### config.mk
export PLATFORM = sky130hd
export DESIGN_NAME = l2cache_control
export DESIGN_NICKNAME = d
export VERILOG_FILES = /design/src/rtl/l2cache_control.sv
export SDC_FILE = /design/constraint.sdc
export NUM_CORES = 1
export LEC_CHECK = 0
export BUFFER_PORTS_ARGS = -buffer_cell sky130_fd_sc_hd__buf_2
export CELL_PAD_IN_SITES_DETAIL_PLACEMENT = 1
export CELL_PAD_IN_SITES_GLOBAL_PLACEMENT = 2
export CORE_MARGIN = 2
export CORE_UTILIZATION = 18
export DETAILED_ROUTE_END_ITERATION = 10
export GPL_TIMING_DRIVEN = 1
export PLACE_DENSITY_LB_ADDON = 0.1
export REMOVE_ABC_BUFFERS = 1
export SLEW_MARGIN = 20
export SYNTH_ARGS = -nofsm -noshare
export SYNTH_HDL_FRONTEND = slang
export SYNTH_SLANG_ARGS = --single-unit
### constraint.sdc
create_clock -name clk -period 1.9 [get_ports clk]
set_input_delay 0.19 -clock clk [delete_from_list [all_inputs] [get_ports clk]]
set_output_delay 0.19 -clock clk [all_outputs]
set_load 0.02 [all_outputs]
### src/rtl/l2cache_control.sv
`default_nettype none

module l2cache_control (
    input  logic clk,
    input  logic arst_n,
    input  logic mem_req,
    input  logic pmem_resp,
    input  logic hit,
    input  logic victim_dirty,
    input  logic req_write,
    output logic mem_resp,
    output logic pmem_read,
    output logic pmem_write,
    output logic capture_req,
    output logic way_sel_lru,
    output logic load_line,
    output logic line_from_mem,
    output logic load_valid,
    output logic load_dirty,
    output logic dirty_in,
    output logic load_lru,
    output logic load_wb,
    output logic addr_from_wb
);

    typedef enum logic [1:0] {
        idle,
        lookup,
        write_back,
        fill
    } state_t;

    state_t state;
    state_t state_next;

    always_ff @(posedge clk or negedge arst_n) begin
        if (!arst_n) begin
            state <= idle;
        end else begin
            state <= state_next;
        end
    end

    always_comb begin
        state_next    = state;
        mem_resp      = 1'b0;
        pmem_read     = 1'b0;
        pmem_write    = 1'b0;
        capture_req   = 1'b0;
        way_sel_lru   = 1'b0;
        load_line     = 1'b0;
        line_from_mem = 1'b0;
        load_valid    = 1'b0;
        load_dirty    = 1'b0;
        dirty_in      = 1'b0;
        load_lru      = 1'b0;
        load_wb       = 1'b0;
        addr_from_wb  = 1'b0;

        case (state)
            idle: begin
                capture_req = mem_req;
                if (mem_req) begin
                    state_next = lookup;
                end
            end

            lookup: begin
                if (hit) begin
                    mem_resp   = 1'b1;
                    load_lru   = 1'b1;
                    load_line  = req_write;
                    load_dirty = req_write;
                    dirty_in   = 1'b1;
                    state_next = idle;
                end else begin
                    way_sel_lru = 1'b1;
                    if (victim_dirty) begin
                        load_wb    = 1'b1;
                        state_next = write_back;
                    end else if (req_write) begin
                        // a whole-line write needs no fetch
                        load_line  = 1'b1;
                        load_valid = 1'b1;
                        load_dirty = 1'b1;
                        dirty_in   = 1'b1;
                        load_lru   = 1'b1;
                        mem_resp   = 1'b1;
                        state_next = idle;
                    end else begin
                        state_next = fill;
                    end
                end
            end

            write_back: begin
                pmem_write   = 1'b1;
                addr_from_wb = 1'b1;
                way_sel_lru  = 1'b1;
                if (pmem_resp) begin
                    // victim is clean now so retry as a clean miss
                    load_dirty = 1'b1;
                    state_next = lookup;
                end
            end

            fill: begin
                pmem_read   = 1'b1;
                way_sel_lru = 1'b1;
                if (pmem_resp) begin
                    load_line     = 1'b1;
                    line_from_mem = 1'b1;
                    load_valid    = 1'b1;
                    load_dirty    = 1'b1;
                    state_next    = lookup;
                end
            end

            default: begin
                state_next = idle;
            end
        endcase
    end

    a_pmem_exclusive: assert property (
        @(posedge clk) disable iff (!arst_n) !(pmem_read && pmem_write))
        else $error("pmem_read and pmem_write both high");

    // requester must wait for mem_resp before the next strobe
    a_req_in_idle: assert property (
        @(posedge clk) disable iff (!arst_n) mem_req |-> state == idle)
        else $error("mem_req while an access is in progress");

    a_resp_pulse: assert property (
        @(posedge clk) disable iff (!arst_n) mem_resp |=> !mem_resp)
        else $error("mem_resp wider than one cycle");

endmodule

`default_nettype wire

==> reports/metrics.csv <==
metric,value,unit
synth_seq_cells,2,
first_iter_violations,2,
peakVddDrop,536.2,µV
combPwrFrac,62.8,%
synth_compound_area_share,19.29,%
powerDensity,1453,nW/µm²
cts_made_buffers,3,
relSlewSlack,78.01,%
worstHoldStart,pmem_resp,
synth_xor_area_share,0,%
worst-endpoint-arrival,1.53,ns
crit_required,1.71,ns
cts-root-buf,clkbuf_4,
p_switching,265.4,µW
vias,285,
wl_per_cell,10.45,µm
clk_path_buf_depth,2,
ant_nets,0,
fmax,579.8,MHz
synthSimpleGateAreaFrac,39.09,%
largest_register_ffs,2,
hold_depth,2,
htreeDepth,1,
place_congestion,0.7264,
core,1285,µm²
p_leak,0.0002168,µW
hp-class,input pin to flip-flop,
cp-start-kind,flip-flop,
synth_ff_type,dfrtp_1,
overflow,0,
post-route-util,27.95,%
ios,20,
antenna_found_initial,0,
cts_tree,done,
fin_skew,0.002168,ns
cts_setup_buffers,0,
synthTopCellsByArea,"dfrtp_1 20%, buf_4 9.1%, inv_1 7.6%",
clk_latency,0.22,ns
r2r_slack,0.85,ns
top_regs,state x2,
rows,13,
rsz0062_at_grt,false,
synth_common_cells,"5 x inv_1, 3 x buf_4, 3 x nand2b_1, 3 x nor2b_1",
avgViaCountPerCell,4.318,
finalSetupViolations,0,
end_kind,output pin,
outcome,"finished, final reports clean",
grt_max_degree,11,
die_w,41.01,µm
grt_pass1_wl,1014,µm
cts.reportedPaths.clkPinSlew,0.03,ns
synth-edff-count,0,
initial_core_util,19.18,%
diodes,0,
slew_violations,0,
fp.dieH,41.01,µm
syn_area_per_cell,7.703,µm²
drive_gt1_share,43.14,%
cap_violations,0,
synth_most_common_cell,inv_1,
synth_top_family_by_area,simple AND/OR/NAND/NOR gates,
swShare,50.85,%
p_clk_share,17.6,%
synth_cells,32,
fin_setup_tns,0,ns
clock-sinks,2,
grt_pass1_vias,247,
ys_seq_area_share,20.30,%
grt_use_total,9.641,%
placement.io_buffers,19,
synth_top_area_cell,dfrtp_1,
p_seq_share,19.6,%
post-route-drc-count,0,
crit_fanout,10,
synth_fa_ha_area_share,0,%
yosysWarnings,0,
regToRegStartpoint,state[0]$_DFFE_PN0P_,
die_area,1681,µm²
worstRegToRegCells,2,
ctsResizeCount,0,
synth_cell_types,18,
worst_pin_slew,0.3253,ns
reg2reg_to,state[0]$_DFFE_PN0P_,
timing.final.crit_share,90.77,%
critPathKind,flip-flop to output pin,
top_register,state,
finalNetCount,60,
p_int,256.5,µW
finalHoldViolations,0,
syn_area,246.5,µm²
synthMuxAreaShare,0,%
finalCriticalPeriod,1.725,ns
area_growth,45.69,%
synth-async-reset-ratio,100.0,%
synth_top_area_share,20.30,%
drt-total-wl,690,µm
min_to,state[0]$_DFFE_PN0P_,
dr.pass1.iters,2,
==> through the flow <==
step | total power (µW) | area, µm² | worst slack [ns] | std cells | hold WS, ns
global route | 578.2 | 359.1 | 0.07421 | 66 | 0.2806
CTS | 535.3 | 359.1 | 0.1613 | 66 | 0.2805
detailed placement | 435.2 | 326.6 | 0.4020 | 62 | -0.02356
finish | 521.8 | 359.1 | 0.1753 | 66 | 0.2756
global placement | 435.7 | 326.6 | 0.4370 | 62 | -0.02529
floorplan | 316.5 | 212.7 | 0.1846 | 28 | -0.1056
==> cell type report <==
cell class	instances	area, µm²
inverters	5	18.77
fillers	171	925.9
multi-input cells	21	143.9
clock buffers	3	22.52
flip-flops and latches	2	50.05
repair buffers	20	105.1
well taps	15	18.77
==> how the worst max path moves through the flow <==
stage,startpoint,end,slack [ns],depth (start not counted)
finish,state[1]$_DFFE_PN0P_,load_valid,0.18,3
global route,state[1]$_DFFE_PN0P_,load_valid,0.07,3
CTS,state[1]$_DFFE_PN0P_,load_valid,0.16,3
detailed placement,state[1]$_DFFE_PN0P_,load_valid,0.40,3
global placement,state[1]$_DFFE_PN0P_,load_valid,0.44,3
floorplan,state[1]$_DFFE_PN0P_,dirty_in,0.18,2
==> worst max-delay path: stages, from the launching register on <==
cell      delay, ns
dfrtp_1        0.45
or4b_1         0.52
a21boi_1       0.16
buf_2          0.18
==> routing by layer <==
layer / vias up / GRT usage (%) / part of all wire (%)
li1: 146 / - / -
met1: 131 / 10.39 / 41
met2: 8 / 16.41 / 54
met3: 0 / 1.630 / 4.5
met4: 0 / 7.500 / 0
met5: - / 0 / 0
==> layout by cell type, fill, tap and decap left out <==
cell           netlist  final
dlygate4sd3_1        0      1
a41o_1               1      1
o32a_1               1      1
nand3_1              1      1
dfrtp_1              2      2
nand2b_1             3      3
o31ai_1              2      2
nor3b_1              1      1
inv_1                5      5
or4b_1               1      1
nand2_1              2      2
or2b_1               1      1
and2_1               2      2
nor4b_1              1      1
nor2b_1              3      3
buf_2                0     19
a21boi_1             1      1
a21oi_1              1      1
clkbuf_4             0      3
==> power by group through the flow <==
stage,registers (µW),clock network [µW],logic [µW]
finish,102,91.9,328
CTS,103,96.7,336
global route,112,102,364
floorplan,90.8,0,226
detailed placement,103,0,332
global placement,103,0,332
==> timing repair <==
item | in CTS | in global routing
hold endpoints to repair | 2 | 0
hold buffers | 1 | 0
endpoints found under the setup margin | 0 | 0
==> logic make-up after synthesis <==
logic type / Yosys count
compound gates: 6
buf+inv: 9
simple gates: 15
flops: 2
(Power assumes the default switching activity.)
